`config.mk`:
```
export PLATFORM = sky130hd
export DESIGN_NAME = evalUnit
export DESIGN_NICKNAME = d
export VERILOG_FILES = /design/src/hw/seqPkg.sv /design/src/hw/evalUnit.sv
export VERILOG_INCLUDE_DIRS = /design/src /design/src/hw
export SDC_FILE = /design/constraint.sdc
export NUM_CORES = 1
export LEC_CHECK = 0
export BUFFER_PORTS_ARGS = -buffer_cell sky130_fd_sc_hd__buf_2
export CAP_MARGIN = 15
export CORE_UTILIZATION = 30
export CTS_CLUSTER_SIZE = 16
export DETAILED_ROUTE_END_ITERATION = 8
export SLEW_MARGIN = 15
export SYNTH_ARGS = -nofsm -noshare
export SYNTH_HDL_FRONTEND = slang
export SYNTH_SLANG_ARGS = --single-unit
```
`constraint.sdc`:
```
create_clock -name clock -period 2.2 [get_ports clock]
set_input_delay 0.11 -clock clock [delete_from_list [all_inputs] [get_ports clock]]
set_output_delay 0.11 -clock clock [all_outputs]
set_load 0.02 [all_outputs]
```
`src/hw/seqConfig.svh`:
```
// Sequencer widths, instruction memory depth and opcode field positions
`ifndef SEQ_CONFIG_SVH
`define SEQ_CONFIG_SVH

////////////////////////////////////////////////////////////////////////////
// Program counter and timing tag
////////////////////////////////////////////////////////////////////////////

`define SEQ_ADDR_W	8	// Program address bits
`define SEQ_TAG_W	6	// Rolling issue tag, wraps at 64

////////////////////////////////////////////////////////////////////////////
// Instruction store
////////////////////////////////////////////////////////////////////////////

`define SEQ_IMEM_DEPTH	256	// Words in the program memory
`define SEQ_INSTR_W	24	// One instruction word

// Field widths inside a word
`define SEQ_OPC_W	3
`define SEQ_COND_W	2
`define SEQ_OPND_W	8
`define SEQ_SPARE_W	(`SEQ_INSTR_W - `SEQ_OPC_W - 1 - `SEQ_COND_W - 2 * `SEQ_OPND_W)

// Opcode occupies the top bits of the word
`define SEQ_OPC_MSB	(`SEQ_INSTR_W - 1)
`define SEQ_OPC_LSB	(`SEQ_INSTR_W - `SEQ_OPC_W)

`endif

```
`src/hw/seqPkg.sv`:
```
// Sequencer package with address, tag, status, condition, opcode and instruction types
`include "seqConfig.svh"

package seqPkg;

	// Program address and issue tag
	typedef logic [`SEQ_ADDR_W-1:0]	address_t;
	typedef logic [`SEQ_TAG_W-1:0]	tag_t;

	// Status register, bit index is the condition code
	typedef struct packed {
		logic	zero;	// Bit 3, loop register reached zero
		logic	gt;	// Bit 2
		logic	lt;	// Bit 1
		logic	eq;	// Bit 0
	} status_t;

	// Selects one status bit
	typedef logic [`SEQ_COND_W-1:0]	cond_t;

	// Instruction set
	typedef enum logic [`SEQ_OPC_W-1:0] {
		NOP	= 3'd0,
		CMP	= 3'd1,	// Compare a with b, drives valid1
		DEC	= 3'd2,	// Load or decrement loop register, drives valid2
		JMP	= 3'd3,	// Absolute jump to a
		BR	= 3'd4,	// Relative branch by signed a
		HALT	= 3'd5
	} opcode_t;

	// One instruction word, opcode at the top
	typedef struct packed {
		opcode_t			opcode;
		logic				condSel;	// 0 picks valid1, 1 picks valid2
		cond_t				cond;
		logic [`SEQ_OPND_W-1:0]		a;	// Jump target or branch offset
		logic [`SEQ_OPND_W-1:0]		b;
		logic [`SEQ_SPARE_W-1:0]	spare;
	} instr_t;

	// Issued instruction with its timing tag
	typedef struct packed {
		logic		valid;
		instr_t		instr;
		tag_t		tag;
	} issue_t;

	// Evaluation result strobes
	typedef struct packed {
		logic		valid1;	// Compare done
		logic		valid2;	// Decrement done
		tag_t		tag;	// Tag of the evaluating instruction, held
	} condEvent_t;

endpackage

```
`src/hw/evalUnit.sv`:
```
// Evaluation unit for compare and loop decrement with status register and tagged strobes
`timescale 1ns/1ps
`include "seqConfig.svh"

module evalUnit (
	input	logic			clock,
	input	logic			reset,
	input	seqPkg::issue_t		issue,
	output	seqPkg::status_t	status,
	output	seqPkg::condEvent_t	condEvent
);

	logic				isCmp;
	logic				isDec;
	logic [`SEQ_OPND_W-1:0]		loopReg;
	logic [`SEQ_OPND_W-1:0]		loopNext;
	seqPkg::status_t		rStatus;
	seqPkg::condEvent_t		rEvent;

	// Reissued branches fall through here untouched
	assign isCmp	= issue.valid & (issue.instr.opcode == seqPkg::CMP);
	assign isDec	= issue.valid & (issue.instr.opcode == seqPkg::DEC);

	// Nonzero b loads the count, zero b steps down
	always_comb begin
		if (issue.instr.b != '0) begin
			loopNext	= issue.instr.b;
		end
		else if (loopReg == '0) begin
			loopNext	= '0;	// Saturate at zero
		end
		else begin
			loopNext	= loopReg - 1'b1;
		end
	end

	assign status		= rStatus;
	assign condEvent	= rEvent;

	////////////////////////////////////////////////////////////////////////////
	// Execute
	////////////////////////////////////////////////////////////////////////////

	always_ff @(posedge clock) begin
		if (reset) begin
			rStatus		<= '0;
			loopReg		<= '0;
			rEvent		<= '0;
		end
		else begin
			rEvent.valid1	<= isCmp;	// One-cycle strobes
			rEvent.valid2	<= isDec;
			if (isCmp | isDec) begin
				rEvent.tag	<= issue.tag;	// Held until next evaluation
			end

			// Unsigned compare of a against b
			if (isCmp) begin
				rStatus.eq	<= issue.instr.a == issue.instr.b;
				rStatus.lt	<= issue.instr.a < issue.instr.b;
				rStatus.gt	<= issue.instr.a > issue.instr.b;
			end

			if (isDec) begin
				loopReg		<= loopNext;
				rStatus.zero	<= loopNext == '0;
			end
		end
	end

endmodule

```
# After elaboration in Yosys (flattened, before gate mapping)
# Index checks and enable logic that the tools add are counted.
# word_totals
ff_bits,20
input_bits,33
output_inout_bits,12
word_cells,22
# op_classes
n_addsub,1
order_cmp,2
n_eq_ne,3
n_mux,2
bitwise_logic,3
reduce_logical,3
# ops
cell,count
$logic_not A8 Y1,2
$mux W8,2
$eq A8 B8 Y1,1
$gt A8 B8 Y1,1
$lt A8 B8 Y1,1
$reduce_bool A8 Y1,1
$sub A8 B1 Y8 const B,1
$eq A3 B1 Y1 const B,1
$eq A3 B2 Y1 const B,1
$and A1 B1 Y1,2
$or A1 B1 Y1,1

# Depth between registers and ports, before layout
# depth
word_depth,4
depth_mapped,7
ltp_nobuf,7

# Worst setup path before layout
# Ideal clock, no wire load.
# synth_timing
path_kind,reg-to-reg
start,register loopReg[2]
end,"register rStatus, in the netlist status[3]"
t_arrival_ns,1.361
setup_slack_ns,0.780
path_stages_with_launch,6
synth_period_minus_slack_ns,1.420
cell_sequence,dfxtp_1 -> nor4_4 -> nand2_2 -> xnor2_2 -> o31ai_1 -> a31o_1
# synth_via
elab_chain_cells,4
elab_cells_between_ends,5
classes_between,1 x add/sub; 2 x mux; 2 x reduce/logical
# synth_rtl
item,line_no,source
start: declaration,evalUnit.sv:15,logic [`SEQ_OPND_W-1:0] loopReg;
start signal: assignment,evalUnit.sv:65,loopReg <= loopNext;
$sub A8 B1 Y8 / $logic_not A8 Y1 (equally long branches),"evalUnit.sv:33, evalUnit.sv:29",
$mux W8 (*),evalUnit.sv:29,else if (loopReg == '0) begin
$mux W8 (*),evalUnit.sv:26,if (issue.instr.b != '0) begin
$logic_not A8 Y1 (*),evalUnit.sv:66,rStatus.zero <= loopNext == '0;
end: declaration,evalUnit.sv:17,seqPkg::status_t rStatus;
# Mark *: on every way between the ends. The rest lies on a longest branch, timed or not.
# A chain may end at the register's enable or synchronous reset.

# Worst setup path in the final report
# layout_timing
start,register loopReg[0]
end,"register rStatus, in the netlist status[3]"
# The elaborated chain is that of the path after synthesis.

==> run_results.csv <==
group,metric,value,unit
cts,cts_made_buffers,3,
cts,post_cts_buffers,0,
synthesis,syn_nets,178,
timing,hold_ws,0.0712,ns
cts,clk_latency,0.26,ns
global_route,antenna_found_initial,0,
timing,max_slew_margin,0.731,
floorplan,design.core.area,3740,um^2
worst_setup_path,timing.rr.start,"loopReg[0]",
power,powerDensity,597,nW/um^2
cts,cts_resized,0,
layout,nFillCells,410,
layout,final_layout_size_suffix_gt1_frac,0.295,
worst_setup_path,path_max_fanout,5,
drt,drt_pass1_iterations,4,
global_route,track_usage,0.136,
status,status,"finished clean",
synthesis,syn_inst,135,
synthesis,yosysSeqAreaShare,0.336,
synthesis,synth_area_leaders,"dfxtp_1 (34%), ha_1 (10%), mux2i_1 (6.7%)",
timing,setup_tns,0,ns
synthesis,ys_seq_elements,20,
timing,slew_violations,0,
synthesis,syn_avg_cell_area,8.83,um^2
drt,drtIter0Drc,25,
synthesis,synth_edf_count,0,
worst_setup_path,r2r-end,"status[3]",
floorplan,boundaryPins,45,
worst_setup_path,critical_path.startpoint_type,"flop",
timing,worst_slew_pin_slew,0.403,ns
place,placedCellCount,220,
min_path,hold_depth,3,
synthesis,synth_area,1190,um^2
layout,area_growth,27.3,%
flow_run,max_cap_violations,0,
floorplan,std_cell_rows,22,
global_route,grt_max_degree,23,
min_path,hold_end,"condEvent[1]",
place,portBuffers,39,
floorplan,die_y,65.0,um
timing,rsz0062_at_grt,"false",
cts,postCtsHoldBufs,0,
cts,cts_tree,"yes",
cts,cts_root_buf,"clkbuf_8",
floorplan,dieArea,4230,um^2
power,vdd_ir_drop_max,0.230,mV
floorplan,die-width,65.0,um
drt,ant_nets,0,
worst_setup_path,end_kind,"flop",
layout,fin_cells,224,
min_path,min-delay-path-class,"input port to flop",
timing,finalCriticalPeriod,1.67,ns
synthesis,synth_top_area_share,0.336,
drt,wl_per_cell,12.6,um
timing,period_share,0.761,
worst_setup_path,worstPathRequired,2.41,ns
synthesis,synthArstFlopShare,0,
timing,hold_viol,0,
global_route,grt_pass1_wl,4430,um
place,gp_congestion,0.769,
worst_setup_path,r2r_slack,0.53,ns
synthesis,yosysWarnings,0,
global_route,grt.overflow.total,0,
drt,wirelength,2810,um
power,p_leak,0.000732,uW
timing,skew,0.00484,ns
worst_setup_path,cp.arrival,1.89,ns
drt,avgViaCountPerCell,4.97,
floorplan,initial_core_util,0.319,
timing,fmax,597,MHz
cts,htreeDepth,1,
layout,nets,220,
place,hpwl,2040,um
synthesis,ys_types,38,
cts,path_clk_slew,0.08,ns
worst_setup_path,reg2regPathDepth,7,
synthesis,synth.most_common_cell,"dfxtp_1",
layout,antenna_cells,0,
synthesis,yosysTopAreaCell,"dfxtp_1",
timing,finalSetupViolCount,0,
global_route,grt_pass1_vias,983,
worst_setup_path,worst-setup-path-type,"flop to flop",
min_path,min_from,"issue[1]",
synthesis,synthTopCellsByCount,"dfxtp_1 (20), nor2_1 (16), inv_1 (12)",
synthesis,synth-main-ff-cell,"dfxtp_1",
drt,drc,0,
drt,vias,1114,
cts,cts_buffer_depth,2,
cts,clock-sinks,20,
state kept, by name (all words and copies together) (netlist names):
register	flops
status	4
condEvent	8
loopReg	8
logic make-up after synthesis:
logic type	count (synthesis)	share of synthesized area
simple gates	54	0.261
mux	8	0.0672
buf+inv	16	0.0514
fa+ha+maj	10	0.105
flops	20	0.336
compound gates	24	0.151
xor+xnor	3	0.0283
layer usage:
metal | part of all wire | GRT usage | up-vias
met3 | 0.037 | 0.0211 | 4
met5 | 0 | 0 | -
li1 | - | - | 567
met4 | 0.014 | 0.0571 | 0
met1 | 0.49 | 0.176 | 515
met2 | 0.46 | 0.224 | 28
cell usage in the layout (no fill, tap or decap), types with 3 or more instances in the layout:
cell type	Yosys	final
a211oi_1	7	7
a21oi_1	5	5
buf_2	1	39
clkbuf_8	0	3
dfxtp_1	20	20
ha_1	10	10
inv_1	12	12
mux2i_1	8	8
nand2_1	8	8
nand2b_1	3	3
nand4_1	3	3
nor2_1	16	16
nor3_1	6	6
nor3b_1	3	3
nor4_1	3	3
worst max-delay path by stage:
stage,startpoint,end,slack (ns),cells past startpoint
2_1_floorplan,loopReg[2],status[3],0.78,5
3_3_place_gp,loopReg[0],status[3],0.58,7
3_5_place_dp,loopReg[0],status[3],0.58,7
4_1_cts,loopReg[0],status[3],0.54,7
5_1_grt,loopReg[0],status[3],0.39,7
6_report,loopReg[0],status[3],0.53,7
power by group:
part / leakage [uW] / total (uW) / switching [uW] / internal [uW]
Sequential: 0.000162 / 381 / 9.11 / 372
Combinational: 0.000534 / 147 / 79.2 / 67.7
Clock: 0.0000357 / 379 / 135 / 243
Total: 0.000732 / 906 / 224 / 683
critical path, stage by stage (launching register included):
cell     delay [ns]
dfxtp_1        0.42
inv_1          0.12
ha_1           0.29
inv_1          0.04
nor4_1         0.23
nand4_1        0.13
o31ai_1        0.22
a31o_1         0.17
layout make-up:
cell class	instances	area, um^2	share of cell area
clock inverter	1	30.0	0.0198
inverter	12	45.0	0.0297
multi-input combinational	99	731	0.481
sequential	20	400	0.264
clock buffer	3	41.3	0.0272
timing repair buffer	41	210	0.138
tap	48	60.1	0.0396
through the flow:
stage	utilization	worst slack [ns]	area [um^2]	power [uW]
final	0.405	0.525	1520	906
after global routing	0.405	0.385	1520	947
after CTS	0.405	0.539	1520	916
after detailed placement	0.386	0.577	1450	536
after global placement	0.386	0.579	1450	536
after floorplan	-	0.780	1190	483
Power figures use the tool's default switching activity.
