--- config.mk ---
export PLATFORM = sky130hd
export DESIGN_NAME = issueStage
export DESIGN_NICKNAME = d
export VERILOG_FILES = /design/src/hw/seqPkg.sv /design/src/hw/issueStage.sv
export VERILOG_INCLUDE_DIRS = /design/src /design/src/hw
export SDC_FILE = /design/constraint.sdc
export NUM_CORES = 1
export LEC_CHECK = 0
export ABC_AREA = 1
export BUFFER_PORTS_ARGS = -buffer_cell sky130_fd_sc_hd__buf_2
export CAP_MARGIN = 0
export CORE_MARGIN = 3
export CORE_UTILIZATION = 49
export CTS_CLUSTER_DIAMETER = 50
export CTS_CLUSTER_SIZE = 8
export DETAILED_ROUTE_END_ITERATION = 8
export HOLD_SLACK_MARGIN = 0.02
export MAX_ROUTING_LAYER = met4
export PLACE_DENSITY = 0.84
export SYNTH_ARGS = -nofsm -noshare
export SYNTH_HDL_FRONTEND = slang
export SYNTH_SLANG_ARGS = --single-unit
--- constraint.sdc ---
create_clock -name clock -period 3.3 [get_ports clock]
set_clock_uncertainty 0.2 [all_clocks]
set_input_delay 0.165 -clock clock [delete_from_list [all_inputs] [get_ports clock]]
set_output_delay 0.165 -clock clock [all_outputs]
set_load 0.02 [all_outputs]
--- src/hw/seqConfig.svh ---
// Sequencer widths, instruction memory depth and opcode field positions
`ifndef SEQ_CONFIG_SVH
`define SEQ_CONFIG_SVH

////////////////////////////////////////////////////////////////////////////
// Program counter and timing tag
////////////////////////////////////////////////////////////////////////////

`define SEQ_ADDR_W	8	// Program address bits
`define SEQ_TAG_W	6	// Rolling issue tag, wraps at 64

////////////////////////////////////////////////////////////////////////////
// Instruction store
////////////////////////////////////////////////////////////////////////////

`define SEQ_IMEM_DEPTH	256	// Words in the program memory
`define SEQ_INSTR_W	24	// One instruction word

// Field widths inside a word
`define SEQ_OPC_W	3
`define SEQ_COND_W	2
`define SEQ_OPND_W	8
`define SEQ_SPARE_W	(`SEQ_INSTR_W - `SEQ_OPC_W - 1 - `SEQ_COND_W - 2 * `SEQ_OPND_W)

// Opcode occupies the top bits of the word
`define SEQ_OPC_MSB	(`SEQ_INSTR_W - 1)
`define SEQ_OPC_LSB	(`SEQ_INSTR_W - `SEQ_OPC_W)

`endif

--- src/hw/seqPkg.sv ---
// Sequencer package with address, tag, status, condition, opcode and instruction types
`include "seqConfig.svh"

package seqPkg;

	// Program address and issue tag
	typedef logic [`SEQ_ADDR_W-1:0]	address_t;
	typedef logic [`SEQ_TAG_W-1:0]	tag_t;

	// Status register, bit index is the condition code
	typedef struct packed {
		logic	zero;	// Bit 3, loop register reached zero
		logic	gt;	// Bit 2
		logic	lt;	// Bit 1
		logic	eq;	// Bit 0
	} status_t;

	// Selects one status bit
	typedef logic [`SEQ_COND_W-1:0]	cond_t;

	// Instruction set
	typedef enum logic [`SEQ_OPC_W-1:0] {
		NOP	= 3'd0,
		CMP	= 3'd1,	// Compare a with b, drives valid1
		DEC	= 3'd2,	// Load or decrement loop register, drives valid2
		JMP	= 3'd3,	// Absolute jump to a
		BR	= 3'd4,	// Relative branch by signed a
		HALT	= 3'd5
	} opcode_t;

	// One instruction word, opcode at the top
	typedef struct packed {
		opcode_t			opcode;
		logic				condSel;	// 0 picks valid1, 1 picks valid2
		cond_t				cond;
		logic [`SEQ_OPND_W-1:0]		a;	// Jump target or branch offset
		logic [`SEQ_OPND_W-1:0]		b;
		logic [`SEQ_SPARE_W-1:0]	spare;
	} instr_t;

	// Issued instruction with its timing tag
	typedef struct packed {
		logic		valid;
		instr_t		instr;
		tag_t		tag;
	} issue_t;

	// Evaluation result strobes
	typedef struct packed {
		logic		valid1;	// Compare done
		logic		valid2;	// Decrement done
		tag_t		tag;	// Tag of the evaluating instruction, held
	} condEvent_t;

endpackage

--- src/hw/issueStage.sv ---
// Issue stage with read tracking FSM, instruction capture, timing tags and advance request
`timescale 1ns/1ps
`include "seqConfig.svh"

module issueStage (
	input	logic			clock,
	input	logic			reset,
	input	logic			run,		// Start level
	input	logic			rdValid,	// Fetch strobe from address ctrl
	input	seqPkg::instr_t		rdata,
	input	logic			stallReq,	// Branch waiting, issue again
	output	seqPkg::issue_t		issue,
	output	logic			req,
	output	logic			halted
);

	typedef enum logic [1:0] {
		IDLE,
		WAIT_READ,
		ISSUE,
		HALTED
	} state_t;

	state_t			state;
	logic			rdValidQ;	// Memory data valid this cycle
	logic			rIsHalt;
	seqPkg::tag_t		tagCnt;
	seqPkg::instr_t		rInstr;
	seqPkg::tag_t		rTag;
	logic			wordIsHalt;

	// Opcode decode straight from the raw word
	assign wordIsHalt	= rdata[`SEQ_OPC_MSB:`SEQ_OPC_LSB] == seqPkg::HALT;

	////////////////////////////////////////////////////////////////////////////
	// Outputs
	////////////////////////////////////////////////////////////////////////////

	assign issue.valid	= state == ISSUE;
	assign issue.instr	= rInstr;
	assign issue.tag	= rTag;

	// Start request from idle, then one per issued non-HALT
	assign req		= ((state == IDLE) & run) | ((state == ISSUE) & ~rIsHalt);
	assign halted		= state == HALTED;

	////////////////////////////////////////////////////////////////////////////
	// Read tracking and issue FSM
	////////////////////////////////////////////////////////////////////////////

	// Memory read takes one cycle after fetch
	always_ff @(posedge clock) begin
		if (reset) begin
			rdValidQ	<= 1'b0;
		end
		else begin
			rdValidQ	<= rdValid;
		end
	end

	always_ff @(posedge clock) begin
		if (reset) begin
			state		<= IDLE;
			tagCnt		<= '0;
			rIsHalt		<= 1'b0;
		end
		else begin
			case (state)
				IDLE: begin
					if (run) begin
						state	<= WAIT_READ;	// First fetch at address 0
					end
				end
				WAIT_READ: begin
					if (stallReq) begin	// Same BR, same tag
						state	<= ISSUE;
					end
					else if (rdValidQ) begin
						tagCnt	<= tagCnt + 1'b1;
						rIsHalt	<= wordIsHalt;
						state	<= ISSUE;
					end
				end
				ISSUE: begin
					state	<= rIsHalt ? HALTED : WAIT_READ;
				end
				default: begin
					state	<= HALTED;	// Only reset leaves
				end
			endcase
		end
	end

	// Captured word and its tag
	always_ff @(posedge clock) begin
		if (state == WAIT_READ && !stallReq && rdValidQ) begin
			rInstr	<= rdata;
			rTag	<= tagCnt;
		end
	end

endmodule

==> Word-level counts from Yosys, hierarchy flattened <==
Index checks and enable logic that the tools add are counted.
Widths: inputs -> output; s select.
{ "classes": {"eq_ne": 6, "addsub": 1, "bitwise_logic": 5, "n_reduce_logical": 6, "n_mux": 5} }
{ "ops": {"columns": ["op", "n"], "rows": [
  ["$mux 2", 4],
  ["$add 6x1->6 const B", 1],
  ["$pmux 2 s3", 1],
  ["$eq 2x2->1 const B", 2],
  ["$eq 3x3->1 const B", 1],
  ["$ne 3x3->1 const B", 1],
  ["$reduce_and 3->1", 1],
  ["$and 1x1->1", 2],
  ["$eq 2x1->1 const B", 1],
  ["$logic_and 1x1->1", 2],
  ["$logic_not 2->1", 1],
  ["$ne 2x2->1 const B", 1],
  ["$not 1->1", 2],
  ["$reduce_and 2->1", 1],
  ["$logic_not 1->1", 1],
  ["$or 1x1->1", 1]
]} }
{ "totals": {"elab_cells": 34, "register_bits": 40, "inputBits": 29} }

==> Longest topological paths before layout <==
{ "logic_depth": {"depth_word": 3, "depth_mapped": 7, "ltp_nobuf": 7} }

==> Worst setup path after synthesis <==
No wires, ideal clock.
{ "synth_path": {"path_kind": "flip-flop to flip-flop", "startpoint": "register state[1]", "endpoint": "register rInstr, in the netlist issue[10] (enable)", "t_required_ns": 2.779, "synth_period_minus_slack_ns": 1.351, "stages_incl_launch_ff": 5, "arrival_ns": 0.829, "setup_ns": 0.321, "path_buffers": 1, "setup_slack_ns": 1.949, "cell_sequence": "dfxtp_1 inv_2 nand2_2 nor2_4 buf_8"} }
{ "synth_between": {"elab_chain_cells": 3} }
{ "synth_rtl": {"columns": ["element", "line", "source"], "rows": [
  ["from (decl)", "issueStage.sv:24", "state_t state;"],
  ["from (signal assigned)", "issueStage.sv:85", "state <= rIsHalt ? HALTED : WAIT_READ;"],
  ["$eq 2x1->1", "issueStage.sv:96", "if (state == WAIT_READ && !stallReq && rdValidQ) begin"],
  ["$logic_and 1x1->1 (2 in series)", "issueStage.sv:96", null],
  ["to (signal assigned)", "issueStage.sv:97", "rInstr <= rdata;"],
  ["to (decl)", "issueStage.sv:28", "seqPkg::instr_t rInstr;"]
]} }
No other way between the ends.
A chain may end at the register's enable or synchronous reset.

==> Worst setup path after layout <==
{ "layout_path": {"startpoint": "input stallReq", "endpoint": "register tagCnt[5]"} }
{ "layout_between": {"elab_chain_cells": 2} }
{ "layout_rtl": {"columns": ["element", "line", "source"], "rows": [
  ["from (decl)", "issueStage.sv:11", "input logic stallReq,"],
  ["$not 1->1 (no line)", null, null],
  ["$reduce_and 3->1 (no line)", null, null],
  ["to (signal assigned)", "issueStage.sv:79", "tagCnt <= tagCnt + 1'b1;"],
  ["to (decl)", "issueStage.sv:27", "seqPkg::tag_t tagCnt;"]
]} }
No other way between the ends.

==> results.md <==
- Initial antenna violation count: 0
- Crit-path cells: dlygate4sd3_1 -> buf_2 -> inv_1 -> nand2_1 -> nor2_4 -> nand3_1 -> nand2_1 -> inv_1 -> nor2_1
- Int Pwr: 827.9 uW
- Core ar.: 2590 sq um
- Maximum VDD drop: 0.0004749 V
- DRC: 0
- CTS root buffer: clkbuf_4
- Final period utilization: 0.6462
- Crit path DAT: 2.20 ns
- Post-DP HPWL: 1850 um
- Clk_lat worst skew: 0.35 ns
- Routability-driven placement congestion ratio: 0.6590
- Setup Crit Path Kind: in -> reg
- Clk sink count: 40
- Post-route cell area: 2125 sq um
- Area grow syn2layout: 51.20%
- CP Buf/Inv Count: 4
- Cell area after placement: 1733 sq um
- Reg-to-reg slack, setup: 1.25 ns
- Routed len/inst: 15.28 um
- Status: finished clean
- Port Buffers: 61
- # IOs: 62
- Critical Path Source Type: input port
- Syn avg cell area: 14.19 sq um
- Seq/Total Area, Yosys: 0.7836
- Synth Net Count: 129
- Yosys Warn Count: 0
- Iteration-0 DRC Markers: 33
- Slew headroom: 0.2919
- Power density over cell area: 482.5 nW/um^2
- Max stage delay on crit path: 0.80 ns
- Synth cell types: 19
- Chip height: 59.55 um
- Final Net Count: 225
- Pre-Repair DR Iteration Count: 4
- Grt ovf: 0
- Worst-path clk slew: 0.12 ns
- First-pass GRT wire length: 5230 um
- Max-cap violation count: 0
- Num rows: 18
- Commonest non-fill, non-tap cell in the layout: buf_2
- Slack of the critical path: 1.168 ns
- Mapped cell area: 1405 sq um
- H-tree levels: 2
- Critical Path RT: 3.37 ns
- Largest net degree at the start of global routing: 43
- Tmin final: 2.132 ns
- Vias per cell: 4.894
- Worst-Margin Slew: 1.060 ns
- Commonest cells after routing, fill and taps aside: buf_2, edfxtp_1, dlygate4sd3_1
- Antenna diodes: 0
- Initial Util: 0.5425
- Routed WL: 3453 um
- Gate power share: 0.077
- Post-route ant nets: 0
- Synth Instances: 99
- Layout cell share with drive strength beyond 1: 0.3929
- Slew Limit Fails: 0
- Pleak: 0.9021 nW
- Post-CTS Setup Repair Bufs: 0
- Clock share of power: 0.385
- Fill cell count: 122
- CP max stage cell: nor2_4
- Longest Clk Path Bufs: 2
- Unrepaired setup endpoints after global routing: false
- Post-synthesis register bit count: 40
- Critical path endpoint category: flip-flop
- Largest delay share family, worst path: simple AND/OR/NAND/NOR gates
- Post-place setup slack: 1.293 ns
- Hold/Removal Path Class: reg -> reg
- CTS tree: built
- GRT Total Usage: 0.2142
- Die area: 3546 sq um
- P_sw: 197.2 uW
- Die W: 59.55 um
- DR vias: 1106
- Hold Vio Cnt, Final: 0
- Final setup violation count: 0
- Sw frac: 0.1924
- Seq pwr share: 0.539
- Vias in the first global route: 1099
- CP Max Fanout: 42
- CTS Buf Count: 5
- Setup_tns: 0 ns
- Fmax: 0.4689 GHz
- Min Hold Slack: 0.2660 ns
## path summary, 6_finish.rpt
check / start / to / depth (start not counted)
max: stallReq / tagCnt[5] / 9
min: tagCnt[5] / rTag[5] / 0
max reg2reg: state[1] / tagCnt[5] / 7
min reg2reg: tagCnt[5] / rTag[5] / 0
## through the flow
step / util / total power [mW] / instances
floorplan: - / 0.5869 / 99
global placement: 0.6691 / 0.6104 / 189
detailed placement: 0.6691 / 0.6132 / 189
CTS: 0.8203 / 1.020 / 226
global route: 0.8203 / 1.061 / 226
finish: 0.8203 / 1.025 / 226
## layout make-up
cell class | instances | area [sq um] | area share
Multi-Input combinational cell | 46 | 244.0 | 0.1148
Timing Repair Buffer | 90 | 595.6 | 0.2803
Inverter | 12 | 45.04 | 0.02120
Clock buffer | 6 | 41.29 | 0.01943
Sequential cell | 40 | 1101 | 0.5183
Clock inverter | 2 | 60.06 | 0.02827
Tap cell | 30 | 37.54 | 0.01767
## cell families after synthesis
group	count (synthesis)	share of synthesized area
AO/OA/AOI/OAI	11	0.04898
flip-flops	40	0.7836
adder cells (fa/ha/maj)	1	0.008903
buffers and inverters	13	0.04274
AND/OR/NAND/NOR	34	0.1158
## synthesized netlist by cell type (all sizes together)
| cell | instances | area [sq um] |
|---|---|---|
| edfxtp | 30 | 900.9 |
| nand2 | 17 | 73.82 |
| inv | 12 | 45.04 |
| dfxtp | 10 | 200.2 |
| nor2 | 9 | 41.29 |
| a21oi | 7 | 42.54 |
| nand3 | 4 | 20.02 |
| o21ai | 3 | 18.77 |
| nand4 | 2 | 12.51 |
| buf | 1 | 15.01 |
| ha | 1 | 12.51 |
| nand3b | 1 | 7.510 |
| nor3b | 1 | 7.510 |
| o21a | 1 | 7.510 |
## state kept, by name, summed over array words and instances (netlist names)
name      count
state         2
issue        24
tagCnt        6
rdValidQ      1
rTag          6
rIsHalt       1
## repair_timing
item / 4_1_cts / 5_1_grt
hold endpoints to repair: 30 / 0
hold buffers: 29 / 0
resized for setup: 0 / 0
## power groups by stage
stage / clock network [mW] / registers, mW / logic (mW)
4_1_cts: 0.392 / 0.552 / 0.0770
6_report: 0.394 / 0.552 / 0.0785
5_1_grt: 0.423 / 0.553 / 0.0850
2_1_floorplan: 0 / 0.568 / 0.0188
3_5_place_dp: 0 / 0.563 / 0.0500
3_3_place_gp: 0 / 0.563 / 0.0477
## metal layers
metal	wire [um]	vias to the layer above	track usage
li1	-	528	-
met1	1254	499	0.2363
met2	1761	72	0.3713
met3	396	7	0.06972
met4	41	0	0.05696
met5	0	-	-
(Power assumes the default switching activity.)
