<file path="src/hw/seqConfig.svh">
// Sequencer widths, instruction memory depth and opcode field positions
`ifndef SEQ_CONFIG_SVH
`define SEQ_CONFIG_SVH

////////////////////////////////////////////////////////////////////////////
// Program counter and timing tag
////////////////////////////////////////////////////////////////////////////

`define SEQ_ADDR_W	8	// Program address bits
`define SEQ_TAG_W	6	// Rolling issue tag, wraps at 64

////////////////////////////////////////////////////////////////////////////
// Instruction store
////////////////////////////////////////////////////////////////////////////

`define SEQ_IMEM_DEPTH	256	// Words in the program memory
`define SEQ_INSTR_W	24	// One instruction word

// Field widths inside a word
`define SEQ_OPC_W	3
`define SEQ_COND_W	2
`define SEQ_OPND_W	8
`define SEQ_SPARE_W	(`SEQ_INSTR_W - `SEQ_OPC_W - 1 - `SEQ_COND_W - 2 * `SEQ_OPND_W)

// Opcode occupies the top bits of the word
`define SEQ_OPC_MSB	(`SEQ_INSTR_W - 1)
`define SEQ_OPC_LSB	(`SEQ_INSTR_W - `SEQ_OPC_W)

`endif

</file>
<file path="src/hw/seqPkg.sv">
// Sequencer package with address, tag, status, condition, opcode and instruction types
`include "seqConfig.svh"

package seqPkg;

	// Program address and issue tag
	typedef logic [`SEQ_ADDR_W-1:0]	address_t;
	typedef logic [`SEQ_TAG_W-1:0]	tag_t;

	// Status register, bit index is the condition code
	typedef struct packed {
		logic	zero;	// Bit 3, loop register reached zero
		logic	gt;	// Bit 2
		logic	lt;	// Bit 1
		logic	eq;	// Bit 0
	} status_t;

	// Selects one status bit
	typedef logic [`SEQ_COND_W-1:0]	cond_t;

	// Instruction set
	typedef enum logic [`SEQ_OPC_W-1:0] {
		NOP	= 3'd0,
		CMP	= 3'd1,	// Compare a with b, drives valid1
		DEC	= 3'd2,	// Load or decrement loop register, drives valid2
		JMP	= 3'd3,	// Absolute jump to a
		BR	= 3'd4,	// Relative branch by signed a
		HALT	= 3'd5
	} opcode_t;

	// One instruction word, opcode at the top
	typedef struct packed {
		opcode_t			opcode;
		logic				condSel;	// 0 picks valid1, 1 picks valid2
		cond_t				cond;
		logic [`SEQ_OPND_W-1:0]		a;	// Jump target or branch offset
		logic [`SEQ_OPND_W-1:0]		b;
		logic [`SEQ_SPARE_W-1:0]	spare;
	} instr_t;

	// Issued instruction with its timing tag
	typedef struct packed {
		logic		valid;
		instr_t		instr;
		tag_t		tag;
	} issue_t;

	// Evaluation result strobes
	typedef struct packed {
		logic		valid1;	// Compare done
		logic		valid2;	// Decrement done
		tag_t		tag;	// Tag of the evaluating instruction, held
	} condEvent_t;

endpackage

</file>
<file path="src/hw/programAddressCtrl.sv">
// Program address controller with jump, tagged branch evaluation and condition-wait stall
`timescale 1ns/1ps

module programAddressCtrl (
	input	logic			clock,
	input	logic			reset,
	input	logic			req,		// Advance request from issue
	input	logic			stall,		// External hold level
	input	seqPkg::issue_t		issue,
	input	seqPkg::condEvent_t	condEvent,
	input	seqPkg::status_t	status,
	output	logic			fetch,
	output	seqPkg::address_t	address,
	output	logic			stallReq
);

	seqPkg::instr_t		curInstr;
	logic			reqAll;
	logic			reqEff;
	logic			curAdv;
	logic			isJump;
	logic			isBranch;
	seqPkg::tag_t		evalNextTag;
	logic			condSeen;
	logic			ready;
	logic			taken;
	logic			doJump;
	logic			doAdvance;
	logic			doFetch;
	logic			waitCond;
	seqPkg::address_t	offset;
	seqPkg::address_t	nextAddress;

	logic			rPend;		// Request parked under stall
	logic			rPendAdv;	// Parked request came with an issued instruction
	logic			rFetch;
	logic			rWait;
	logic			rSeen1;
	logic			rSeen2;
	seqPkg::address_t	rAddress;

	////////////////////////////////////////////////////////////////////////////
	// Request path
	////////////////////////////////////////////////////////////////////////////

	// Issue register stays put until the next capture
	assign curInstr		= issue.instr;
	assign reqAll		= req | rPend;
	assign reqEff		= reqAll & ~stall;	// Stall masks the request
	assign curAdv		= issue.valid | (rPend & rPendAdv);	// Else start fetch

	assign isJump		= curInstr.opcode == seqPkg::JMP;
	assign isBranch		= curInstr.opcode == seqPkg::BR;

	// Branch must directly follow its evaluating instruction
	assign evalNextTag	= condEvent.tag + 1'b1;	// Wraps with the tag
	assign condSeen		= curInstr.condSel ? rSeen2 : rSeen1;
	assign ready		= isBranch & (issue.tag == evalNextTag) & condSeen;
	assign taken		= ready & status[curInstr.cond];

	// Update decisions
	assign doJump		= reqEff & curAdv & isJump;
	assign doAdvance	= reqEff & curAdv & ~isJump & (~isBranch | ready);
	assign doFetch		= reqEff & (~curAdv | ~isBranch | ready);
	assign waitCond		= reqEff & curAdv & isBranch & ~ready;	// Hold and ask reissue

	// Signed offset on taken branch, else plus one
	assign offset		= taken ? seqPkg::address_t'($signed(curInstr.a)) :
				  seqPkg::address_t'(1);
	assign nextAddress	= rAddress + offset;

	assign fetch		= rFetch;
	assign address		= rAddress;
	assign stallReq		= rWait;	// Wait retimed by one cycle

	////////////////////////////////////////////////////////////////////////////
	// State
	////////////////////////////////////////////////////////////////////////////

	always_ff @(posedge clock) begin
		if (reset) begin
			rPend		<= 1'b0;
			rPendAdv	<= 1'b0;
			rFetch		<= 1'b0;
			rWait		<= 1'b0;
		end
		else begin
			rPend		<= reqAll & stall;	// Replay once stall drops
			if (reqAll & stall) begin
				rPendAdv	<= curAdv;
			end
			rFetch		<= doFetch;
			rWait		<= waitCond;
		end
	end

	// Latest evaluation replaces both seen flags
	always_ff @(posedge clock) begin
		if (reset) begin
			rSeen1		<= 1'b0;
			rSeen2		<= 1'b0;
		end
		else if (condEvent.valid1 | condEvent.valid2) begin
			rSeen1		<= condEvent.valid1;
			rSeen2		<= condEvent.valid2;
		end
		else if (doAdvance & isBranch) begin	// Branch used it up
			rSeen1		<= 1'b0;
			rSeen2		<= 1'b0;
		end
	end

	// Program counter
	always_ff @(posedge clock) begin
		if (reset) begin
			rAddress	<= '0;
		end
		else if (doJump) begin
			rAddress	<= curInstr.a;
		end
		else if (doAdvance) begin
			rAddress	<= nextAddress;
		end
	end

	// Jump or taken branch never followed at once by another address change
	assert property (@(posedge clock) disable iff (reset)
		(doJump || (doAdvance && taken)) |=> !(doJump || doAdvance));

	// Stall request only while the held instruction is a branch
	assert property (@(posedge clock) disable iff (reset)
		stallReq |-> isBranch);

endmodule

</file>
<file path="config.mk">
export PLATFORM = sky130hd
export DESIGN_NAME = programAddressCtrl
export DESIGN_NICKNAME = d
export VERILOG_FILES = /design/src/hw/seqPkg.sv /design/src/hw/programAddressCtrl.sv
export VERILOG_INCLUDE_DIRS = /design/src /design/src/hw
export SDC_FILE = /design/constraint.sdc
export NUM_CORES = 1
export LEC_CHECK = 0
export BUFFER_PORTS_ARGS = -buffer_cell sky130_fd_sc_hd__buf_4
export CAP_MARGIN = 20
export CORE_UTILIZATION = 43
export CTS_CLUSTER_DIAMETER = 100
export DETAILED_ROUTE_END_ITERATION = 6
export PLACE_DENSITY = 0.74
export SYNTH_ARGS = -nofsm -noshare
export SYNTH_HDL_FRONTEND = slang
export SYNTH_SLANG_ARGS = --single-unit
</file>
<file path="constraint.sdc">
create_clock -name clock -period 5.07 [get_ports clock]
set_input_delay 1.014 -clock clock [delete_from_list [all_inputs] [get_ports clock]]
set_output_delay 1.014 -clock clock [all_outputs]
set_load 0.01 [all_outputs]
</file>
# Yosys cells after proc, flatten, opt, wreduce, memory -nomap -nowiden
# Cells that the tools add are included.
[op_classes] n_addsub=2 magnitude_cmp=1 n_eq_ne=3 muxes=9 n_bitwise=25 reduce_logical=2
[ops] operator="8-bit 2-to-1 mux" n=3
[ops] operator="1-bit AND" n=14
[ops] operator="8-bit adder" n=1
[ops] operator="6-bit by 1-bit adder with 6-bit output, second input constant" n=1
[ops] operator="6-bit equality test" n=1
[ops] operator="1-bit OR" n=6
[ops] operator="1-bit 2-to-1 mux" n=5
[ops] operator="1-bit NOT" n=5
[ops] operator="2-bit nonzero test" n=2
[ops] operator="3-bit by 2-bit equality test with 1-bit output, second input constant" n=1
[ops] operator="3-bit equality test, second input constant" n=1
[ops] operator="2-bit by 3-bit < comparator with 1-bit output, second input constant" n=1
[ops] operator="1-bit binary-select mux with 2-bit select" n=1
[word_totals] regBits=14 in_bits=47 out_inout_bits=10 wordCells=49

# Logic depth before layout (Yosys ltp)
# Gate-level depths: netlist of the first run.
[depth] word_depth=9 depth_mapped=15 ltp_nobuf=15

# Least setup slack after synthesis of the first run
# No wires, ideal clock.
[synth_timing] kind="in2reg" from="input condEvent[0] (netlist name)" to="register rAddress[7] (netlist: address[7])" setup_ns=0.079 t_arrival_ns=3.614 required_time_ns=4.991 slack_ns=1.377 stages=14 n_path_buf=0 cell_sequence="ha_1 xor2_1 nor4b_2 and4_1 and3_1 nand2_1 inv_1 ha_1 a211oi_1 o21bai_1 a2111o_1 a21oi_1 o2111ai_1 o221ai_2"
[synth_between] elab_chain_cells=9 word_cells_on_any_way=12 cone_classes="add/sub (2); eq/ne (1); mux (3); bitwise (5); reduce/logical (1)"
[synth_lines] item="from (decl)" line_no="programAddressCtrl.sv:10" text="input seqPkg::condEvent_t condEvent,"
[synth_lines] item="6-bit by 1-bit adder with 6-bit output (*)" line_no="programAddressCtrl.sv:56" text="assign evalNextTag = condEvent.tag + 1'b1;"
[synth_lines] item="6-bit equality test (*)" line_no="programAddressCtrl.sv:58" text="assign ready = isBranch & (issue.tag == evalNextTag) & condSeen;"
[synth_lines] item="1-bit AND (*) (2 in a row)" line_no="programAddressCtrl.sv:58"
[synth_lines] item="1-bit AND" line_no="programAddressCtrl.sv:59" text="assign taken = ready & status[curInstr.cond];"
[synth_lines] item="8-bit 2-to-1 mux" line_no="programAddressCtrl.sv:68" text="assign offset = taken ? seqPkg::address_t'($signed(curInstr.a)) :"
[synth_lines] item="8-bit adder" line_no="programAddressCtrl.sv:70" text="assign nextAddress = rAddress + offset;"
[synth_lines] item="8-bit 2-to-1 mux" line_no="programAddressCtrl.sv:121" text="else if (doAdvance) begin"
[synth_lines] item="8-bit 2-to-1 mux" line_no="programAddressCtrl.sv:118" text="else if (doJump) begin"
[synth_lines] item="to (signal assigned)" line_no="programAddressCtrl.sv:119" text="rAddress <= curInstr.a;"
[synth_lines] item="to (signal assigned)" line_no="programAddressCtrl.sv:122" text="rAddress <= nextAddress;"
[synth_lines] item="to (decl)" line_no="programAddressCtrl.sv:40" text="seqPkg::address_t rAddress;"
# Mark *: on every way between the ends. The rest lies on a longest branch, timed or not. The select of a mux whose other input is x is not followed.
# A chain may end at the register's enable or synchronous reset.

# Worst setup path after layout of the first run
# Same ends and word-level chain as after synthesis.

==> results.cfg, run 1 <==
[synthesis]
yosysSeqAreaShare_pct = 23.7
synth_cell_types = 42
synth_edf_count = 0
synth_nets = 203
ys.flop_type = dfxtp_1
syn_inst = 147
ys_warn_count = 0
netlist_area_um2 = 1180
ys_ff_latch = 14
ys_async_sr_fraction_pct = 0
syn_avg_cell_area_um2 = 8.05

[timing]
hold_viol = 0
rsz0062_at_grt = false
slew_headroom_pct = 36.4
setup_viol = 0
layout_min_cycle_time_ps = 3880
drv_slew = 0
clock_skew_ps = 3.19
max_freq_mhz = 258
period_share_pct = 76.4
finalSetupTns_ps = 0
tightest_slew_ps = 946

[grt]
antenna_found_initial = 0
grt_max_degree = 15
grt_first_pass_wirelength_mm = 4.57
grt_overflow = 0
grt_use_total_pct = 21.2
first_global_vias = 1143

[detailed_routing]
vias_per_cell = 5.71
vias = 1278
drt_first_pass_iters = 4
remaining_drc_errors = 0
wl_mm = 2.94
drtIter0Drc = 17
ant_nets = 0
wl_per_cell_um = 13.1

[clock_network]
cts_sinks = 14
cts.repair.resized = 0
cts_tree = built
clockBufferDepth = 2
cts_htree_levels = 1
cts_buffers = 3
root_buffer = clkbuf_4
insertion_delay_ps = 280
post_cts_buffers = 0
cts.clk_slew.worst_paths_ps = 100
hold_buffers = 0

[floorplanning]
start_util_pct = 46.5
die_w_um = 54.5
core-area_um2 = 2540
row_count = 18
die_y_um = 54.5
die_area_um2 = 2970
ios = 57

[power]
internal_power_mw = 0.193
vdd_drop_max_mv = 0.132
comb_power_share_pct = 24.8
leakage_nw = 0.690
swShare_pct = 27.6
p_sw_mw = 0.0734
seqPwrFrac_pct = 43.5
p_total_mw = 0.266
power_frac_clock_pct = 31.7
power_density_nw_per_um2 = 167

[final_layout]
final_common_cell = buf_4
diodes = 0
drive_above_1_share_pct = 28.4
area_delta_synth_final_pct = 34.4
final_cell_mix = buf_4, a21oi_1, dfxtp_1
layout.nets = 251
fill_cells = 249

[min_path]
hold_path.class = flip-flop to flip-flop

[outcome]
outcome = completed

[place]
hpwl_mm = 2.33
gp_congestion = 0.803
io_buffer_count = 46

[worst_setup_path]
cp-start-kind = input port
crit_path_end_kind = flip-flop
cp.required_ps = 5280
worstPathMaxFanout = 7
critical_path_class = input port to flip-flop
cp.arrival_ps = 4090

[job]
maxCapViolCount = 0
## cells by family (layout without fill, tap and decap cells)
group / count (synthesis) / in the layout / synth area share, %
flip-flops: 14 / 14 / 23.7
AO/OA/AOI/OAI: 47 / 47 / 26.1
multiplexers: 2 / 2 / 2.75
XOR/XNOR: 13 / 13 / 9.62
adder cells (fa/ha/maj): 9 / 9 / 10.1
buffers and inverters: 9 / 56 / 2.96
AND/OR/NAND/NOR: 53 / 53 / 24.7
## state kept, by name, summed over array words and instances (netlist names)
name and flops:
rSeen1 1, rPend 1, rPendAdv 1, rSeen2 1
fetch 1, address 8, stallReq 1
## layout make-up
cell class,count,area (um^2),share of cell area [%]
Inverter,6,22.5,1.42
Sequential cell,14,280,17.6
Multi-Input combinational cell,124,868,54.6
Tap cell,30,37.5,2.36
Clock buffer,4,36.3,2.28
Timing Repair Buffer,46,345,21.7
## final timing paths
kind	from	end	slack (ps)	cells past startpoint
worst max-delay path	condEvent[0]	address[7]$_SDFFE_PP0P_	1190	15
worst max register to register	rSeen1$_SDFFE_PP0P_	address[7]$_SDFFE_PP0P_	2160	13
worst min-delay path	address[5]$_SDFFE_PP0P_	address[5]$_SDFFE_PP0P_	500	2
worst min register to register	address[5]$_SDFFE_PP0P_	address[5]$_SDFFE_PP0P_	500	2
## power by group through the flow
| stage | Combinational (mW) | Clock [mW] | Sequential (mW) |
|---|---|---|---|
| 5_1_grt | 0.0722 | 0.0899 | 0.116 |
| 2_1_floorplan | 0.0307 | 0 | 0.119 |
| 3_3_place_gp | 0.0638 | 0 | 0.118 |
| 3_5_place_dp | 0.0663 | 0 | 0.118 |
| 4_1_cts | 0.0664 | 0.0851 | 0.116 |
| 6_report | 0.0661 | 0.0844 | 0.116 |
## worst max-delay path, stage by stage
cell	delay [ps]
buf_4	130
ha_1	300
xor2_1	180
nor4b_2	280
and4_1	250
and3_1	310
nand2_1	140
inv_1	70
ha_1	230
a211oi_1	240
o21bai_1	130
a2111o_1	430
a21oi_1	140
o2111ai_1	140
o221ai_2	90
## cell usage after synthesis (all sizes together) (2+ instances only)
cell,number,share of area [%]
nand3,4,1.7
dfxtp,14,24
xor2,3,2.2
o21bai,2,1.3
ha,8,8.5
o311ai,2,1.5
a31oi,4,2.1
nor4,2,1.1
nand2b,4,2.1
xnor2,10,7.4
a21oi,14,5.9
o21ai,12,5.4
nand2,12,3.8
and3,2,1.1
inv,6,1.9
nor3,5,2.1
a21o,2,1.3
clkbuf,2,0.63
nor2,10,3.2
a32oi,3,2.2
and2,5,2.6
nand4,2,1.1
## layer usage
metal	share of wire, %	GRT usage (%)	vias to the layer above
li1	-	-	642
met1	45	24.5	597
met2	50	38.8	37
met3	3.5	1.94	2
met4	0.75	9.40	0
met5	0	0	-
## per-stage QoR
| stage | setup WS (ps) | instances | instance area [um^2] | hold slack, ps | utilization [%] |
|---|---|---|---|---|---|
| 6_report | 1190 | 224 | 1590 | 502 | 62.5 |
| 5_1_grt | 1020 | 224 | 1590 | 539 | 62.5 |
| 4_1_cts | 1190 | 224 | 1590 | 507 | 62.5 |
| 3_5_place_dp | 897 | 220 | 1550 | 493 | 61.1 |
| 3_3_place_gp | 933 | 220 | 1550 | 482 | 61.1 |
| 2_1_floorplan | 1380 | 147 | 1180 | 470 | - |
Note: power is estimated with default switching activity, not from simulation.
==> run 2: changes to the inputs <==
clock period = 3.8 ns   (was 5.07 ns; I/O delays follow)
==> results.cfg, run 2 (synthesis gave the netlist of run 1 again) <==
[outcome]
outcome = completed

[place]
dp_cells = 226
dp_slack_ps = -13.9
gp_congestion = 0.810
hpwl_mm = 2.35
io_buffer_count = 46

[grt]
grt_first_pass_wirelength_mm = 4.70
grt_max_degree = 15
first_global_vias = 1134
antenna_found_initial = 0
grt_use_total_pct = 21.9
grt_overflow = 0

[clock_network]
clockBufferDepth = 2
cts.repair.resized = 0
hold_buffers = 0
cts_sinks = 14
root_buffer = clkbuf_4
cts_buffers = 3
cts.clk_slew.worst_paths_ps = 100
cts_htree_levels = 1
post_cts_buffers = 0
cts_tree = built
insertion_delay_ps = 280

[final_layout]
fill_cells = 230
largest_register_ffs = 8
seq_area_um2 = 280
drive_above_1_share_pct = 30.5
multi_input_area_um2 = 868
final_common_cell = buf_4
area_delta_synth_final_pct = 38.2
layout.nets = 257
diodes = 0
finalNonFillerCells = 230
final_cell_mix = buf_4, a21oi_1, dfxtp_1

[worst_setup_path]
cp.required_ps = 4020
crit_top_cell = buf_4
critical_path_class = input port to flip-flop
slowest_stage = fa_1
cp-start-kind = input port
cp.arrival_ps = 3740
path_buf_inv = 2
crit_path_end_kind = flip-flop
path_cells = buf_4, ha_1, xor2_1, nor4b_2, and4_1, and3_1, nand2_1, buf_4, fa_1, nand2b_1, a21oi_1, o21a_1, nor3_1, nand4bb_1, a31oi_1
r2r-start = rSeen2$_SDFFE_PP0P_
r2r_slack_ps = 960
r2r_end = address[6]$_SDFFE_PP0P_
reg2reg_depth = 13
worstPathMaxFanout = 4
cp.depth = 15
cp_slowest_stage_delay_ps = 420
critical-path-top-delay-family = simple AND/OR/NAND/NOR gates

[power]
comb_power_share_pct = 24.8
swShare_pct = 27.7
power_frac_clock_pct = 31.8
internal_power_mw = 0.257
vdd_drop_max_mv = 0.153
p_sw_mw = 0.0984
seqPwrFrac_pct = 43.4
leakage_nw = 0.721
p_total_mw = 0.356
power_density_nw_per_um2 = 218

[timing]
slew_headroom_pct = 41.5
drv_slew = 0
period_share_pct = 92.8
max_freq_mhz = 284
tightest_slew_ps = 878
setup_ws_ps = 275
setup_viol = 0
layout_min_cycle_time_ps = 3530
clock_skew_ps = 0.801
hold_viol = 0
rsz0062_at_grt = false

[floorplanning]
die_y_um = 54.5
ios = 57
die_area_um2 = 2970
start_util_pct = 46.5
core-area_um2 = 2540
row_count = 18
die_w_um = 54.5

[detailed_routing]
vias_per_cell = 5.66
ant_nets = 0
wl_per_cell_um = 12.9
drt_first_pass_iters = 4
drtIter0Drc = 24
remaining_drc_errors = 0
vias = 1302
wl_mm = 2.97

[min_path]
whs_endpoint = address[4]$_SDFFE_PP0P_
min_path_cells = 2
hold_path.class = flip-flop to flip-flop
hold_start = address[4]$_SDFFE_PP0P_

[job]
maxCapViolCount = 0
## run 2: cell types whose count changed in the layout (fill, tap and decap cells not counted), sizes merged
cell / previous run / this run
buf: 46 / 52
## run 2: per-layer routing
metal  up-vias  GRT usage [%]  share of wire, %
li1        656              -                 -
met1       606           24.1                45
met2        38           43.1                50
met3         2           1.67               3.6
met4         0           6.84              0.91
met5         -              0                 0
## run 2: final cells by class
type                    instances  share of cell area [%]
clock buffers                   4                    2.22
repair buffers                 52                    23.9
multi-input cells             124                    53.1
inverters                       6                    1.38
flip-flops and latches         14                    17.1
well taps                      30                    2.30
## run 2: per-stage QoR
stage / hold WS (ps) / utilization [%] / cell area [um^2] / TNS (ps)
6_report: 510 / 64.3 / 1640 / 0
5_1_grt: 524 / 64.3 / 1640 / 0
4_1_cts: 512 / 64.3 / 1640 / 0
3_5_place_dp: 496 / 62.8 / 1600 / -13.9
3_3_place_gp: 481 / 62.8 / 1600 / 0
2_1_floorplan: 470 / - / 1180 / 0
## run 2: worst max-delay path by stage
stage               slack [ps]                       to    startpoint
floorplan                  360  address[7]$_SDFFE_PP0P_  condEvent[0]
detailed placement         -10  address[6]$_SDFFE_PP0P_  condEvent[0]
global route                60  address[6]$_SDFFE_PP0P_  condEvent[0]
CTS                        280  address[6]$_SDFFE_PP0P_  condEvent[0]
global placement            70  address[6]$_SDFFE_PP0P_  condEvent[0]
finish                     270  address[6]$_SDFFE_PP0P_  condEvent[0]
## run 2: power groups by stage
stage / sequential [mW] / clock [mW] / combinational (mW)
2_1_floorplan: 0.158 / 0 / 0.0409
3_3_place_gp: 0.157 / 0 / 0.0856
3_5_place_dp: 0.158 / 0 / 0.0883
4_1_cts: 0.154 / 0.117 / 0.0884
5_1_grt: 0.155 / 0.122 / 0.0969
6_report: 0.154 / 0.113 / 0.0881
## run 2: worst register-to-register path: cells and delay by family, from the launching register on
family	cells	cell delay, ps
AO/OA/AOI/OAI	3	550
flip-flops	1	340
buffers and inverters	1	140
multiplexers	1	80
adder cells (fa/ha/maj)	1	420
AND/OR/NAND/NOR	7	1260
==> run 3: changes to the inputs <==
CELL_PAD_IN_SITES_DETAIL_PLACEMENT = 1   (was not set)
CELL_PAD_IN_SITES_GLOBAL_PLACEMENT = 1   (was not set)
CORE_UTILIZATION = 32   (was 43)
PLACE_DENSITY = not set   (was 0.74)
PLACE_DENSITY_LB_ADDON = 0.1   (was not set)
SLEW_MARGIN = 0   (was not set)
==> results.cfg, run 3 (synthesis gave the netlist of run 1 again) <==
[place]
io_buffer_count = 46
dp_slack_ps = -58.9
hpwl_mm = 2.90
gp_congestion = 0.801
place_area_um2 = 1660

[worst_setup_path]
cp-start-kind = input port
worstPathMaxFanout = 5
reg2reg_depth = 13
r2r_end = address[7]$_SDFFE_PP0P_
r2r-start = rSeen2$_SDFFE_PP0P_
r2r_slack_ps = 980
crit_path_end_kind = flip-flop
cp.arrival_ps = 3650
critical_path_class = input port to flip-flop
cp.required_ps = 3970

[min_path]
whs_endpoint = rSeen1$_SDFFE_PP0P_
min_path_cells = 2
hold_path.class = flip-flop to flip-flop
hold_start = rSeen1$_SDFFE_PP0P_

[final_layout]
seq_area_um2 = 280
final_common_cell = buf_4
final_area_um2 = 1740
layout.nets = 264
largest_register_ffs = 8
final_cell_mix = buf_4, a21oi_1, dfxtp_1
fill_cells = 438
multi_input_area_um2 = 886
diodes = 0
drive_above_1_share_pct = 33.8
area_delta_synth_final_pct = 47.4

[timing]
rsz0062_at_grt = false
clock_skew_ps = 6.38
layout_min_cycle_time_ps = 3480
tightest_slew_ps = 931
max_freq_mhz = 288
setup_viol = 0
hold_viol = 0
setup_ws_ps = 322
finalSetupTns_ps = 0
slew_headroom_pct = 37.9
drv_slew = 0
period_share_pct = 91.5
whs_ps = 506

[floorplanning]
start_util_pct = 34.4
row_count = 21
ios = 57
die_area_um2 = 3950
die_w_um = 62.8
core-area_um2 = 3440
die_y_um = 62.8

[grt]
grt_overflow = 0
grt_first_pass_wirelength_mm = 6.46
grt_use_total_pct = 20.1
first_global_vias = 1477
grt_max_degree = 15
antenna_found_initial = 0

[detailed_routing]
vias_per_cell = 5.36
highest_layer = met4
ant_nets = 0
wl_mm = 3.64
wl_per_cell_um = 14.4
vias = 1357
drtIter0Drc = 56
wirelength_met1_mm = 1.58
wl_met3_um = 168
dr_wl_met2_mm = 1.88
remaining_drc_errors = 0
drt_first_pass_iters = 4

[clock_network]
insertion_delay_ps = 240
cts.clk_slew.worst_paths_ps = 60
cts_tree = built
cts_buffers = 3
hold_buffers = 0
clockBufferDepth = 2
cts_sinks = 14
root_buffer = clkbuf_8
cts_htree_levels = 1

[outcome]
outcome = completed

[power]
power_density_nw_per_um2 = 227
p_total_mw = 0.395
vdd_drop_max_mv = 0.0890
leakage_nw = 0.759

[job]
maxCapViolCount = 0
run 3: power by group:
| group | switching [mW] | total (mW) | leakage, nW | internal [mW] |
|---|---|---|---|---|
| Sequential | 0.00322 | 0.155 | 0.114 | 0.151 |
| Clock | 0.0550 | 0.147 | 0.0288 | 0.0917 |
| Combinational | 0.0440 | 0.0941 | 0.616 | 0.0502 |
run 3: timing repair:
item	CTS	global route
resized for setup	0	3
setup endpoints to repair	0	2
hold endpoints to repair	0	0
setup buffers	0	1
run 3: layout make-up:
cell class / instances / area share (%)
timing repair buffer: 59 / 25.4
inverter: 6 / 1.29
tap: 46 / 3.30
multi-input combinational: 124 / 50.8
clock buffer: 4 / 3.16
sequential: 14 / 16.1
run 3: how the worst max path moves through the flow:
stage	from	end	slack, ps	depth (start not counted)
final	condEvent[0]	address[7]$_SDFFE_PP0P_	320	15
after global routing	condEvent[0]	address[7]$_SDFFE_PP0P_	50	15
after CTS	condEvent[0]	address[7]$_SDFFE_PP0P_	190	15
after detailed placement	condEvent[0]	address[7]$_SDFFE_PP0P_	-60	15
after global placement	condEvent[0]	address[7]$_SDFFE_PP0P_	1	15
after floorplan	condEvent[0]	address[7]$_SDFFE_PP0P_	360	14
run 3: per-layer routing:
metal / vias up / global-route usage, %
met5: - / 0
met4: 0 / 4.94
met3: 2 / 2.92
met2: 38 / 37.2
met1: 647 / 24.0
li1: 670 / -
run 3: critical path, cell delays in order:
cell and delay, ps:
buf_4 110, ha_1 290, xor2_1 180, nor4b_2 250
and4_1 240, and3_4 190, buf_4 130, and2_1 160
ha_4 160, o21ai_0 90, o21bai_1 220, a2111o_1 190
nand2_1 50, or4b_1 490, o221ai_2 140
run 3: per-stage QoR:
stage	cells	util, %
2_1_floorplan	147	-
3_3_place_gp	248	48.3
3_5_place_dp	248	48.3
4_1_cts	252	49.9
5_1_grt	253	50.7
6_report	253	50.7
